`config.mk`:
```
export PLATFORM = sky130hd
export DESIGN_NAME = fetch_f2_top
export DESIGN_NICKNAME = d
export VERILOG_FILES = /design/src/hw/fetch_pkg.sv /design/src/hw/fetch_ifs.sv /design/src/hw/btb.sv /design/src/hw/fetch_f2_top.sv /design/src/hw/ibuff_alloc.sv /design/src/hw/ibuff_drain.sv /design/src/hw/ibuff_slot.sv /design/src/hw/pc_gen.sv
export VERILOG_INCLUDE_DIRS = /design/src /design/src/include
export SDC_FILE = /design/constraint.sdc
export NUM_CORES = 2
export LEC_CHECK = 0
export BUFFER_PORTS_ARGS = -buffer_cell sky130_fd_sc_hd__buf_4
export CORE_MARGIN = 8
export CORE_UTILIZATION = 55
export CTS_CLUSTER_SIZE = 28
export DETAILED_ROUTE_END_ITERATION = 10
export HOLD_SLACK_MARGIN = 0.03
export PLACE_DENSITY = 0.73
export SLEW_MARGIN = 20
export SYNTH_ARGS = -nofsm -noshare
export SYNTH_HDL_FRONTEND = slang
export SYNTH_SLANG_ARGS = --single-unit
```
`constraint.sdc`:
```
create_clock -name clk -period 22.3 [get_ports clk]
set_input_delay 2.23 -clock clk [delete_from_list [all_inputs] [get_ports clk]]
set_output_delay 2.23 -clock clk [all_outputs]
set_load 0.005 [all_outputs]
```
`src/include/fetch_config.svh`:
```
`ifndef FETCH_CONFIG_SVH
`define FETCH_CONFIG_SVH

// Instruction buffer depth in lines
`define FETCH_NUM_SLOTS 4

// Packets the decoder can hold
`define FETCH_DEC_CREDITS 4

// Direct mapped BTB size, power of two
`define FETCH_BTB_ENTRIES 16

// Where fetch starts after reset
`define FETCH_RESET_PC 32'h0000_1000

`endif

```
`src/hw/fetch_pkg.sv`:
```
package fetch_pkg;

    typedef logic [31:0]  addr_t;      // Fetch address
    typedef logic [511:0] line_t;      // 64 byte cache line
    typedef logic [127:0] pkt_data_t;  // 16 byte decoder packet
    typedef logic [5:0]   offset_t;    // Byte within a line
    typedef logic [4:0]   pkt_len_t;   // Valid packet bytes 1 to 16

    // Why the PC last left sequential order
    typedef enum logic [2:0] {
        REDIR_NONE = 3'd0,
        REDIR_ROB  = 3'd1,
        REDIR_D1   = 3'd2,
        REDIR_RAS  = 3'd3,
        REDIR_BTB  = 3'd4
    } redirect_src_e;

    // Drain FSM
    typedef enum logic {
        DRAIN_IDLE   = 1'b0,  // Waiting for head slot
        DRAIN_STREAM = 1'b1   // Sending packets from head slot
    } drain_state_e;

endpackage

```
`src/hw/fetch_ifs.sv`:
```
`timescale 1ns/1ps

// BTB lookup port, answered in the same cycle
interface pred_if import fetch_pkg::*; ();
    addr_t lookup_pc;  // Current fetch PC
    logic  hit;
    logic  taken;
    addr_t target;

    modport btb (
        input  lookup_pc,
        output hit,
        output taken,
        output target
    );

    modport pc (
        output lookup_pc,
        input  hit,
        input  taken,
        input  target
    );
endinterface

// One instruction buffer slot
interface slot_if import fetch_pkg::*; ();
    logic    wr_en;       // Fill write from allocator
    line_t   wr_line;
    offset_t wr_offset;   // First fetch byte of the line
    addr_t   wr_pc;
    logic    rd_release;  // Drain is done with this slot
    logic    valid;
    line_t   line;
    offset_t offset;
    addr_t   pc;

    modport alloc (output wr_en, output wr_line, output wr_offset, output wr_pc);

    modport drain (output rd_release, input valid, input line, input offset, input pc);

    modport slot (
        input  wr_en,
        input  wr_line,
        input  wr_offset,
        input  wr_pc,
        input  rd_release,
        output valid,
        output line,
        output offset,
        output pc
    );
endinterface

```
`src/hw/btb.sv`:
```
`timescale 1ns/1ps
`include "fetch_config.svh"

module btb import fetch_pkg::*; #(
    parameter int ENTRIES = `FETCH_BTB_ENTRIES
) (
    input  logic  clk,
    input  logic  rst,
    input  logic  upd_valid,   // Branch resolved
    input  addr_t upd_pc,
    input  addr_t upd_target,
    input  logic  upd_taken,
    pred_if.btb   pred
);
    localparam int IDX_W = $clog2(ENTRIES);
    localparam int TAG_W = 32 - 6 - IDX_W;  // Address bits above index

    logic [ENTRIES-1:0] valid_q;           // Only state with reset
    logic [TAG_W-1:0]   tag_q [ENTRIES];
    logic [ENTRIES-1:0] taken_q;
    addr_t              target_q [ENTRIES];

    logic [IDX_W-1:0] lk_idx;
    logic [TAG_W-1:0] lk_tag;
    logic [IDX_W-1:0] up_idx;
    logic [TAG_W-1:0] up_tag;
    logic             lk_match;

    // Index by line address so any PC in the line hits
    assign lk_idx = pred.lookup_pc[6 +: IDX_W];
    assign lk_tag = pred.lookup_pc[31 -: TAG_W];
    assign up_idx = upd_pc[6 +: IDX_W];
    assign up_tag = upd_pc[31 -: TAG_W];

    always_ff @(posedge clk) begin
        if (rst) begin
            valid_q <= '0;
        end else if (upd_valid) begin
            valid_q[up_idx] <= 1'b1;  // Not taken update keeps entry alive
        end
    end

    // Entry payload
    always_ff @(posedge clk) begin
        if (upd_valid) begin
            tag_q[up_idx]    <= up_tag;
            taken_q[up_idx]  <= upd_taken;  // Resolved direction, no counters
            target_q[up_idx] <= upd_target;
        end
    end

    assign lk_match = valid_q[lk_idx] && (tag_q[lk_idx] == lk_tag);

    assign pred.hit    = lk_match;
    assign pred.taken  = lk_match && taken_q[lk_idx];  // Never taken on a miss
    assign pred.target = target_q[lk_idx];

endmodule

```
`src/hw/fetch_f2_top.sv`:
```
`timescale 1ns/1ps
`include "fetch_config.svh"

module fetch_f2_top import fetch_pkg::*; (
    input  logic      clk,
    input  logic      rst,
    // Redirects
    input  logic      rob_valid,
    input  addr_t     rob_target,
    input  logic      d1_valid,
    input  addr_t     d1_target,
    input  logic      ras_valid,
    input  addr_t     ras_target,
    // Branch resolution
    input  logic      upd_valid,
    input  addr_t     upd_pc,
    input  addr_t     upd_target,
    input  logic      upd_taken,
    // Instruction cache
    output logic      req_valid,
    output addr_t     req_addr,
    input  logic      fill_valid,
    input  line_t     fill_line,
    // Decoder
    input  logic      dec_credit,
    output logic      pkt_valid,
    output pkt_data_t pkt_data,
    output addr_t     pkt_pc,
    output pkt_len_t  pkt_len
);
    logic flush;
    logic can_issue;
    logic rel;

    pred_if pred_bus ();
    slot_if slot_bus [`FETCH_NUM_SLOTS] ();

    btb u_btb (
        .clk        (clk),
        .rst        (rst),
        .upd_valid  (upd_valid),
        .upd_pc     (upd_pc),
        .upd_target (upd_target),
        .upd_taken  (upd_taken),
        .pred       (pred_bus)
    );

    pc_gen u_pc_gen (
        .clk        (clk),
        .rst        (rst),
        .rob_valid  (rob_valid),
        .rob_target (rob_target),
        .d1_valid   (d1_valid),
        .d1_target  (d1_target),
        .ras_valid  (ras_valid),
        .ras_target (ras_target),
        .can_issue  (can_issue),
        .req_valid  (req_valid),
        .req_addr   (req_addr),
        .flush      (flush),
        .pred       (pred_bus)
    );

    ibuff_alloc #(.NUM_SLOTS(`FETCH_NUM_SLOTS)) u_alloc (
        .clk        (clk),
        .rst        (rst),
        .req_valid  (req_valid),
        .req_addr   (req_addr),
        .flush      (flush),
        .fill_valid (fill_valid),
        .fill_line  (fill_line),
        .rel        (rel),
        .can_issue  (can_issue),
        .slots      (slot_bus)
    );

    // Ring of identical line slots
    for (genvar i = 0; i < `FETCH_NUM_SLOTS; i++) begin : g_slot
        ibuff_slot u_slot (
            .clk   (clk),
            .rst   (rst),
            .flush (flush),
            .port  (slot_bus[i])
        );
    end

    ibuff_drain #(
        .NUM_SLOTS   (`FETCH_NUM_SLOTS),
        .DEC_CREDITS (`FETCH_DEC_CREDITS)
    ) u_drain (
        .clk        (clk),
        .rst        (rst),
        .flush      (flush),
        .dec_credit (dec_credit),
        .slots      (slot_bus),
        .rel        (rel),
        .pkt_valid  (pkt_valid),
        .pkt_data   (pkt_data),
        .pkt_pc     (pkt_pc),
        .pkt_len    (pkt_len)
    );

endmodule

```
`src/hw/ibuff_alloc.sv`:
```
`timescale 1ns/1ps
`include "fetch_config.svh"

module ibuff_alloc import fetch_pkg::*; #(
    parameter int NUM_SLOTS = `FETCH_NUM_SLOTS
) (
    input  logic  clk,
    input  logic  rst,
    input  logic  req_valid,  // Request accepted by cache this cycle
    input  addr_t req_addr,
    input  logic  flush,
    input  logic  fill_valid,  // Fills return in request order
    input  line_t fill_line,
    input  logic  rel,         // Drain freed the head slot
    output logic  can_issue,
    slot_if.alloc slots [NUM_SLOTS]
);
    localparam int PTR_W = (NUM_SLOTS > 1) ? $clog2(NUM_SLOTS) : 1;
    localparam int CNT_W = $clog2(NUM_SLOTS + 1);

    addr_t            addr_q [NUM_SLOTS];  // Addresses of requests in flight
    logic [PTR_W-1:0] push_ptr_q;
    logic [PTR_W-1:0] pop_ptr_q;
    logic [PTR_W-1:0] tail_q;              // Next slot to fill
    logic [CNT_W-1:0] inflight_q;          // Includes fills marked for drop
    logic [CNT_W-1:0] occ_q;               // Slots holding a line
    logic [CNT_W-1:0] drop_q;              // Stale fills still to come
    logic             fill_wr;
    addr_t            fill_addr;

    function automatic logic [PTR_W-1:0] ptr_inc(input logic [PTR_W-1:0] p);
        return (p == PTR_W'(NUM_SLOTS - 1)) ? '0 : p + 1'b1;
    endfunction

    // Every request reserves a slot until its fill lands or drops
    assign can_issue = ({1'b0, inflight_q} + {1'b0, occ_q}) < (CNT_W + 1)'(NUM_SLOTS);

    assign fill_addr = addr_q[pop_ptr_q];
    assign fill_wr   = fill_valid && (drop_q == '0) && !flush;

    for (genvar i = 0; i < NUM_SLOTS; i++) begin : g_wr
        assign slots[i].wr_en     = fill_wr && (tail_q == PTR_W'(i));
        assign slots[i].wr_line   = fill_line;
        assign slots[i].wr_offset = fill_addr[5:0];
        assign slots[i].wr_pc     = fill_addr;
    end

    always_ff @(posedge clk) begin
        if (req_valid) begin
            addr_q[push_ptr_q] <= req_addr;
        end
    end

    always_ff @(posedge clk) begin
        if (rst) begin
            push_ptr_q <= '0;
            pop_ptr_q  <= '0;
            tail_q     <= '0;
            inflight_q <= '0;
            occ_q      <= '0;
            drop_q     <= '0;
        end else begin
            // Address FIFO runs through flushes, stale fills still pop it
            if (req_valid) push_ptr_q <= ptr_inc(push_ptr_q);
            if (fill_valid) pop_ptr_q <= ptr_inc(pop_ptr_q);
            inflight_q <= inflight_q + CNT_W'(req_valid) - CNT_W'(fill_valid);
            if (flush) begin
                drop_q <= inflight_q - CNT_W'(fill_valid);  // Fill this cycle is lost too
                tail_q <= '0;
                occ_q  <= '0;
            end else begin
                if (fill_valid && (drop_q != '0)) drop_q <= drop_q - 1'b1;
                if (fill_wr) tail_q <= ptr_inc(tail_q);
                occ_q <= occ_q + CNT_W'(fill_wr) - CNT_W'(rel);
            end
        end
    end

endmodule

```
`src/hw/ibuff_drain.sv`:
```
`timescale 1ns/1ps
`include "fetch_config.svh"

module ibuff_drain import fetch_pkg::*; #(
    parameter int NUM_SLOTS   = `FETCH_NUM_SLOTS,
    parameter int DEC_CREDITS = `FETCH_DEC_CREDITS
) (
    input  logic      clk,
    input  logic      rst,
    input  logic      flush,
    input  logic      dec_credit,  // Decoder consumed one packet
    slot_if.drain     slots [NUM_SLOTS],
    output logic      rel,         // Head slot freed
    output logic      pkt_valid,
    output pkt_data_t pkt_data,
    output addr_t     pkt_pc,
    output pkt_len_t  pkt_len
);
    localparam int PTR_W  = (NUM_SLOTS > 1) ? $clog2(NUM_SLOTS) : 1;
    localparam int CRED_W = $clog2(DEC_CREDITS + 1);

    drain_state_e      state_q;
    logic [PTR_W-1:0]  head_q;
    logic [PTR_W-1:0]  head_nxt;
    offset_t           cursor_q;   // Byte of the next packet
    logic [CRED_W-1:0] credit_q;

    logic [NUM_SLOTS-1:0] valid_a;
    line_t                line_a   [NUM_SLOTS];
    offset_t              offset_a [NUM_SLOTS];
    addr_t                pc_a     [NUM_SLOTS];

    logic [6:0]    remain;    // Bytes left in the head line
    logic          last;
    logic          send;
    logic [1023:0] rot;
    addr_t         head_pc;

    // Flatten slots so the head can be picked by a variable index
    for (genvar i = 0; i < NUM_SLOTS; i++) begin : g_rd
        assign valid_a[i]          = slots[i].valid;
        assign line_a[i]           = slots[i].line;
        assign offset_a[i]         = slots[i].offset;
        assign pc_a[i]             = slots[i].pc;
        assign slots[i].rd_release = rel && (head_q == PTR_W'(i));
    end

    assign head_nxt = (head_q == PTR_W'(NUM_SLOTS - 1)) ? '0 : head_q + 1'b1;

    assign remain = 7'd64 - {1'b0, cursor_q};
    assign last   = remain <= 7'd16;
    assign send   = (state_q == DRAIN_STREAM) && (credit_q != '0) && !flush;
    assign rel    = send && last;

    // Rotate right by cursor bytes, low 16 bytes form the packet
    assign rot     = {line_a[head_q], line_a[head_q]} >> {cursor_q, 3'b000};
    assign head_pc = pc_a[head_q];

    assign pkt_valid = send;
    assign pkt_data  = rot[127:0];
    assign pkt_pc    = {head_pc[31:6], cursor_q};  // Line base plus cursor
    assign pkt_len   = last ? remain[4:0] : 5'd16;

    always_ff @(posedge clk) begin
        if (rst) begin
            state_q  <= DRAIN_IDLE;
            head_q   <= '0;
            cursor_q <= '0;
            credit_q <= CRED_W'(DEC_CREDITS);
        end else begin
            // Credits belong to the decoder and survive a flush
            credit_q <= credit_q + CRED_W'(dec_credit) - CRED_W'(send);
            if (flush) begin
                state_q  <= DRAIN_IDLE;
                head_q   <= '0;
                cursor_q <= '0;
            end else begin
                case (state_q)
                    DRAIN_IDLE: begin
                        if (valid_a[head_q]) begin
                            cursor_q <= offset_a[head_q];
                            state_q  <= DRAIN_STREAM;
                        end
                    end
                    DRAIN_STREAM: begin
                        if (send && last) begin
                            head_q <= head_nxt;
                            // Go straight on if the next line is already here
                            if (valid_a[head_nxt]) cursor_q <= offset_a[head_nxt];
                            else state_q <= DRAIN_IDLE;
                        end else if (send) begin
                            cursor_q <= cursor_q + 6'd16;
                        end
                    end
                    default: state_q <= DRAIN_IDLE;
                endcase
            end
        end
    end

endmodule

```
`src/hw/ibuff_slot.sv`:
```
`timescale 1ns/1ps

module ibuff_slot import fetch_pkg::*; (
    input  logic clk,
    input  logic rst,
    input  logic flush,  // Redirect empties every slot
    slot_if.slot port
);
    logic    valid_q;
    line_t   line_q;
    offset_t offset_q;  // Fetch byte of the first packet
    addr_t   pc_q;

    // Write and release never hit the same slot in one cycle
    always_ff @(posedge clk) begin
        if (rst || flush) begin
            valid_q <= 1'b0;
        end else if (port.wr_en) begin
            valid_q <= 1'b1;
        end else if (port.rd_release) begin
            valid_q <= 1'b0;
        end
    end

    always_ff @(posedge clk) begin
        if (port.wr_en) begin
            line_q   <= port.wr_line;
            offset_q <= port.wr_offset;
            pc_q     <= port.wr_pc;
        end
    end

    assign port.valid  = valid_q;
    assign port.line   = line_q;
    assign port.offset = offset_q;
    assign port.pc     = pc_q;

endmodule

```
`src/hw/pc_gen.sv`:
```
`timescale 1ns/1ps
`include "fetch_config.svh"

module pc_gen import fetch_pkg::*; (
    input  logic  clk,
    input  logic  rst,
    input  logic  rob_valid,   // Highest priority
    input  addr_t rob_target,
    input  logic  d1_valid,
    input  addr_t d1_target,
    input  logic  ras_valid,   // Lowest priority
    input  addr_t ras_target,
    input  logic  can_issue,   // Allocator has a free slot
    output logic  req_valid,
    output addr_t req_addr,
    output logic  flush,
    pred_if.pc    pred
);
    addr_t         pc_q;
    addr_t         pc_n;
    addr_t         seq_pc;
    logic          run_q;        // Low for one cycle after reset
    redirect_src_e redir_src_q;  // Cause of last PC change
    redirect_src_e redir_src_n;

    // Any redirect flushes the buffer and fills in flight
    assign flush = rob_valid | d1_valid | ras_valid;

    // No request in a flush cycle, the PC is about to move
    assign req_valid = run_q && can_issue && !flush;
    assign req_addr  = pc_q;

    assign pred.lookup_pc = pc_q;

    // Next line, fetch offset dropped
    assign seq_pc = {pc_q[31:6], 6'd0} + 32'd64;

    always_comb begin
        pc_n        = pc_q;
        redir_src_n = redir_src_q;
        if (rob_valid) begin
            pc_n        = rob_target;
            redir_src_n = REDIR_ROB;
        end else if (d1_valid) begin
            pc_n        = d1_target;
            redir_src_n = REDIR_D1;
        end else if (ras_valid) begin
            pc_n        = ras_target;
            redir_src_n = REDIR_RAS;
        end else if (req_valid) begin
            // Step only when the line request went out
            if (pred.hit && pred.taken) begin
                pc_n        = pred.target;
                redir_src_n = REDIR_BTB;
            end else begin
                pc_n        = seq_pc;
                redir_src_n = REDIR_NONE;
            end
        end
    end

    always_ff @(posedge clk) begin
        if (rst) begin
            pc_q        <= `FETCH_RESET_PC;
            run_q       <= 1'b0;
            redir_src_q <= REDIR_NONE;
        end else begin
            pc_q        <= pc_n;
            run_q       <= 1'b1;
            redir_src_q <= redir_src_n;
        end
    end

endmodule

```
* Word-level counts from Yosys, hierarchy flattened
Memories as Yosys holds them, arrays and structs flattened. A register that Yosys moved wholly into a read port is not among the register bits.
Cells that the tools add are included.
** Cells by class
- Add/sub/neg operators :: 16
- Multipliers :: 0
- Divide/modulo/power cells :: 0
- Magnitude comparators :: 9
- Eq/ne operators :: 12
- Shift operators :: 1
- Muxes and demuxes :: 63
- Bitwise logic cells :: 6
- Reduce and logical (&&, ||, !) cells :: 36
** Operators by type and width (number)
- $bmux W512 S2 :: 1
- $mux W512 :: 2
- $shr A1024 B9 Y128 :: 1
- $mux W32 :: 7
- $bmux W32 S2 :: 1
- $mux W6 :: 8
- $add A32 B7 Y32 const B :: 1
- $bmux W6 S2 :: 2
- $eq A22 B22 Y1 :: 1
- $mux W1 :: 21
- $logic_and A1 B1 Y1 :: 20
- $bwmux W16 :: 1
- $mux W4 :: 4
- $or A16 B16 Y16 :: 1
- $eq A2 B2 Y1 const B :: 6
- $mux W2 :: 6
- $pmux W6 S2 :: 1
- $sub A3 B1 Y3 :: 4
- $lt A4 B5 Y1 const B :: 2
- $reduce_bool A2 Y1 :: 5
- $add A3 B1 Y3 :: 3
- $add A2 B1 Y2 const B :: 4
- $bmux W1 S4 :: 2
- $le A7 B5 Y1 const B :: 1
- 28 further kinds :: 38
** Storage, ports and cells
- Flip-flop bits (word level) :: 2296
- Bits in latches :: 0
- Memory bits (writable) :: 992
- Memory bits (read-only) :: 0
- Bits of input ports :: 681
- Output and inout bits :: 199
- Memories kept :: 3
** Memory list
- u_btb.target_q :: words 16, width 32, rd ports 1, clocked after memory_dff 1, wr ports 1, line btb.sv:21 : addr_t target_q [ENTRIES];
- u_btb.tag_q :: words 16, width 22, rd ports 1, clocked after memory_dff 1, wr ports 1, line btb.sv:19 : logic [TAG_W-1:0] tag_q [ENTRIES];
- u_alloc.addr_q :: words 4, width 32, rd ports 1, clocked after memory_dff 1, wr ports 1, line ibuff_alloc.sv:21 : addr_t addr_q [NUM_SLOTS];

* Longest topological paths before layout
- Depth after elaboration :: 12
- Gate-level depth with buffers :: 19

* Modules after synthesis
Synthesis repeated with hierarchy kept, for this count alone.
** Second synthesis, totals
- Cells, all modules :: 11448
- Area total of the unflattened synthesis :: 174079.5 um2
** By module, submodules not included
- ibuff_slot :: times used 4, cells an instance 554, area an instance 16560.9 um2, seq. area each 16535.9 um2
- ibuff_drain :: times used 1, cells an instance 4884, area an instance 48361.4 um2, seq. area each 240.2 um2
- btb :: times used 1, cells an instance 1455, area an instance 34331.7 um2, seq. area each 26745.7 um2
- ibuff_alloc :: times used 1, cells an instance 2440, area an instance 21976.1 um2, seq. area each 4184.0 um2
- pc_gen :: times used 1, cells an instance 453, area an instance 3166.8 um2, seq. area each 660.6 um2

* Least setup slack after synthesis
OpenSTA, ideal clock, no wires.
- Path kind :: input to register
- From :: input port ras_valid
- To :: register g_slot[0].u_slot.line_q[0], enable pin
- Library setup time :: 0.981 ns
- Data arrival time :: 15.248 ns
- Setup slack :: 6.071 ns
- Stages :: 4
- Path buffers :: 0
- Cell sequence :: nor2_1 > nand2_1 > nor2_1 > and2_1
** On the way
- Word-level cells in the longest chain between the ends :: 4
** RTL lines
- start, declared :: line fetch_f2_top.sv:12 : input logic ras_valid,
- $or A1 B1 Y1 :: line pc_gen.sv:27 : assign flush = rob_valid | d1_valid | ras_valid;
- $logic_not A1 Y1 :: line ibuff_alloc.sv:39 : assign fill_wr = fill_valid && (drop_q == '0) && !flush;
- $logic_and A1 B1 Y1 :: line ibuff_alloc.sv:39
- named net u_alloc.fill_wr :: line ibuff_alloc.sv:28 : logic fill_wr;
- $logic_and A1 B1 Y1 :: line ibuff_alloc.sv:42 : assign slots[i].wr_en = fill_wr && (tail_q == PTR_W'(i));
- named net g_slot[0].u_slot.port.wr_en :: line fetch_ifs.sv:42 : input wr_en,
- end signal, assigned :: line ibuff_slot.sv:27 : line_q <= port.wr_line;
- end, declared :: line ibuff_slot.sv:10 : line_t line_q;
The timed path passes the listed nets, and every way through them passes these cells.
A chain may end at the register's enable or synchronous reset.

* Worst setup path after layout
- From :: register u_drain.head_q[1]
- To :: output port pkt_data[47]
** On the way
- Word-level cells in the longest chain between the ends :: 5
** RTL lines
- start, declared :: line ibuff_drain.sv:23 : logic [PTR_W-1:0] head_q;
- start signal, assigned :: line ibuff_drain.sv:87 : head_q <= head_nxt;
- $not A2 Y3 (not written as such) :: line ibuff_drain.sv:56 : assign rot = {line_a[head_q], line_a[head_q]} >> {cursor_q, 3'b000};
- $bmux W512 S2 :: line ibuff_drain.sv:56
- $mux W512 (not written as such) (2 in series) :: line ibuff_drain.sv:56
- $shr A1024 B9 Y128 :: line ibuff_drain.sv:56
- end, declared :: line fetch_f2_top.sv:27 : output pkt_data_t pkt_data,
Every way passes these cells. The select of a mux whose other input is x is not followed.

==> results.yml <==
cts:
  cts_buffer_depth: 4
  ctsHtreeMaxLevel: 5
  ctsHoldBuffers: 0
  cts.sinks: 3270
  cts_tree: "yes"
  clockRootBuffer: "clkbuf_16"
  cts.repair.resized: 0
  clk_pin_slew_ns: 0.06
  postCtsSetupBuffers: 0
  clkLatencyLatePin_ns: 0.92
  cts_made_buffers: 324
floorplan:
  start_util_pct: 55.34
  fp.dieArea_mm2: 0.2780
  die_x_um: 527.2
  num_rows: 187
  coreArea_mm2: 0.2597
  ios: 880
  die_h_um: 527.2
global_route:
  grt_antenna_before_repair: 122
  grt_pass1_wl_um: 676200
  grtUsageTotal_pct: 34.92
  grt-ovfl-total: 0
  grt_pass1_vias: 84440
  grt_max_degree: 172
critical_path:
  r2r-start: "u_alloc.drop_q[0]$_SDFFE_PP0P_"
  worstSetupPathType: "reg2out"
  rr_endpoint: "g_slot[2].u_slot.port.line[183]$_DFFE_PP_"
  r2r_cells: 9
  slowest_stage: "dfxtp_4"
  critPathTopFamily: "buffers and inverters"
  path_max_fanout: 58
  worstPathCellList: "buf_4 -> buf_4 -> buf_4 -> buf_4 -> mux4_2 -> mux2i_1 -> a21oi_1 -> mux4_2 -> mux2i_1 -> mux2i_1 -> buf_4"
  path_common_cell: "buf_4"
  cpPeakStageDelay_ns: 0.96
  cp.depth: 11
  cp-end-kind: "output port"
  critPathLaunch: "u_drain.head_q[1]$_SDFFE_PP0P_"
  crit_required_ns: 20.07
  crit_buf_inv: 5
  startpoint_type: "register"
  cp-endpoint: "pkt_data[47]"
  regToRegSetupSlack_ns: 16.57
  crit_arrival_ns: 8.24
drt:
  met3_length_um: 53500
  ant_nets: 0
  dr.pass1.iters: 8
  highest_layer: "met5"
  vias_per_cell: 6.632
  vias: 86684
  wirelength_um: 498800
  drc: 0
  wl_per_cell_um: 38.16
  wirelength_met1_um: 178900
  wl_met2_um: 232700
  dr.first_iter.drc_count: 11645
synth:
  yosys_warnings: 0
  syn_inst: 8578
  ys_seq_area_share_pct: 67.72
  synthesis.area_mm2: 0.1437
  avgSynthCellArea_um2: 16.76
  synth_seq_cells: 3270
  ys.flop_type: "edfxtp_1"
  synth.distinct_cells: 80
  synth-async-reset-ratio_pct: 0
  syn_nets: 9291
  synth_edf_count: 3184
sta:
  tightest_slew_ns: 1.289
  finalCritPeriodShare_pct: 46.93
  setup_tns_ns: 0
  drv_slew: 0
  finalSetupViolCount: 0
  timing.fmax_mhz: 95.55
  timing_hold_violations_final: 0
  slew_headroom_pct: 14.05
  rsz0062_at_grt: "false"
  fin_skew_ns: 0.05888
  min_period_ns: 10.47
final_layout:
  nNetsFinal: 10041
  multi_input_area_mm2: 0.04387
  ff_latch_area_mm2: 0.09738
  fillCellCount: 18127
  areaGrowthSynthToFinish_pct: 14.11
  drive_gt1_share_pct: 27.45
  postLayoutCellArea_mm2: 0.1640
place:
  gp_congestion: 1.021
  dp_hpwl_um: 354300
  port_buffers: 873
  dpl_cell_area_mm2: 0.1536
outcome:
  outcome: "complete, no violations"
worst_hold_path:
  hp-class: "reg2reg"
power_and_ir_drop:
  worst_ir_drop_vdd_uv: 83.03
  p_leak_nw: 56.57
  power_density_mw_per_mm2: 78.36
flow_run:
  maxCapViolations: 0
[how the worst min path moves through the flow]
stage | cells past startpoint | start | end
global placement | 2 | u_btb.valid_q[5]$_SDFFE_PP0P_ | u_btb.valid_q[5]$_SDFFE_PP0P_
floorplan | 2 | u_btb.valid_q[10]$_SDFFE_PP0P_ | u_btb.valid_q[10]$_SDFFE_PP0P_
global route | 2 | u_btb.valid_q[10]$_SDFFE_PP0P_ | u_btb.valid_q[10]$_SDFFE_PP0P_
finish | 2 | u_btb.valid_q[9]$_SDFFE_PP0P_ | u_btb.valid_q[9]$_SDFFE_PP0P_
CTS | 2 | u_btb.valid_q[9]$_SDFFE_PP0P_ | u_btb.valid_q[9]$_SDFFE_PP0P_
detailed placement | 2 | u_btb.valid_q[10]$_SDFFE_PP0P_ | u_btb.valid_q[10]$_SDFFE_PP0P_
[state kept, by name, summed over array words and instances (netlist names), named ones only]
signal	flops
u_drain.state_q	1
u_alloc.drop_q	3
u_drain.head_q	2
u_alloc.tail_q	2
u_btb.tag_q	352
u_alloc.pop_ptr_q	2
u_pc_gen.run_q	1
u_alloc.inflight_q	3
u_alloc.occ_q	3
u_alloc.push_ptr_q	2
g_slot.u_slot.port.line	2048
u_drain.cursor_q	6
u_alloc.addr_q	128
u_btb.valid_q	16
u_btb.taken_q	16
u_drain.credit_q	3
u_btb.target_q	512
g_slot.u_slot.port.valid	4
g_slot.u_slot.port.pc	128
u_pc_gen.pred.lookup_pc	32
[cell families (layout without fill, tap and decap cells)]
logic type	count (synthesis)	in the layout	synth area share (%)
flip-flops	3270	3270	67.72
multiplexers	1778	1778	20.18
AND/OR/NAND/NOR	1694	1694	4.852
AO/OA/AOI/OAI	1090	1090	4.750
buffers and inverters	658	1664	1.862
XOR/XNOR	56	56	0.3412
adder cells (fa/ha/maj)	32	32	0.2942
other	0	84	0
[cell usage after synthesis (13+ instances only)]
| master | number | area share [%] |
|---|---|---|
| xor2_1 | 19 | 0.12 |
| mux2_2 | 212 | 1.7 |
| nand2b_1 | 21 | 0.091 |
| o211ai_1 | 111 | 0.58 |
| a222oi_1 | 17 | 0.12 |
| and2_1 | 56 | 0.24 |
| nor3_1 | 26 | 0.091 |
| a21oi_1 | 335 | 1.2 |
| a31oi_1 | 56 | 0.24 |
| mux2i_1 | 690 | 4.8 |
| nand3_1 | 40 | 0.14 |
| a221oi_1 | 13 | 0.079 |
| a211oi_1 | 124 | 0.65 |
| o22ai_1 | 25 | 0.11 |
| buf_1 | 144 | 0.38 |
| and3_1 | 31 | 0.13 |
| buf_2 | 83 | 0.29 |
| dfxtp_1 | 86 | 1.2 |
| o21ai_0 | 264 | 0.92 |
| mux4_2 | 875 | 14 |
| ha_1 | 29 | 0.25 |
| nor2_1 | 623 | 1.6 |
| a211o_1 | 24 | 0.15 |
| inv_1 | 50 | 0.13 |
| xnor2_1 | 37 | 0.23 |
| o311ai_0 | 22 | 0.13 |
| nand2_1 | 833 | 2.2 |
| clkbuf_1 | 357 | 0.93 |
| edfxtp_1 | 3184 | 67 |
[report_power, final]
group          total [mW]  switching [mW]  internal [mW]
Sequential           6.87          0.0551           6.82
Combinational       0.701           0.405          0.296
Clock                5.28            2.31           2.97
Total                12.9            2.77           10.1
[cell type report]
cell class,instances,area share (%)
well taps,3402,2.595
inverters,56,0.1465
diodes,84,0.1282
multi-input cells,4650,26.74
clock inverters,176,1.030
repair buffers,1026,4.795
clock buffers,406,5.194
flip-flops and latches,3270,59.37
[placed cells by master, fill, tap and decap left out, types with 17 or more instances in the layout]
cell,count
a211o_1,24
a211oi_1,124
a21oi_1,331
a222oi_1,17
a31oi_1,56
and2_1,52
and3_1,31
buf_4,1013
bufinv_16,21
clkbuf_1,75
clkbuf_16,327
clkinv_1,63
clkinv_2,54
dfxtp_1,74
diode_2,84
edfxtp_1,3184
ha_1,29
inv_1,48
mux2_2,212
mux2i_1,689
mux4_2,875
nand2_1,833
nand2b_1,21
nand3_1,40
nor2_1,610
nor3_1,22
o211ai_1,111
o21ai_0,264
o22ai_1,25
o311ai_0,22
xnor2_1,37
xor2_1,19
[routing by layer]
metal,GRT usage [%],vias up
li1,-,35825
met2,55.09,5153
met4,19.21,72
met3,9.666,962
met5,0,-
met1,44.22,44672
[stage by stage]
step	std cells	total power, mW	worst slack, ns	hold WS, ns	util [%]
after floorplan	8578	7.336	6.071	0.4317	-
after global placement	12404	7.663	12.78	0.4445	59.14
after detailed placement	12404	7.689	12.82	0.4543	59.14
after CTS	12986	12.89	11.76	0.4767	63.07
after global routing	13000	13.16	11.55	0.5031	63.09
final	13070	12.85	11.83	0.4911	63.16
[tightest hold or removal path, delay by kind of cell, from the launching register on]
family | cells | cell delay, ns
simple gates | 2 | 0.13
flops | 1 | 0.33
Note: power is estimated with default switching activity, not from simulation.
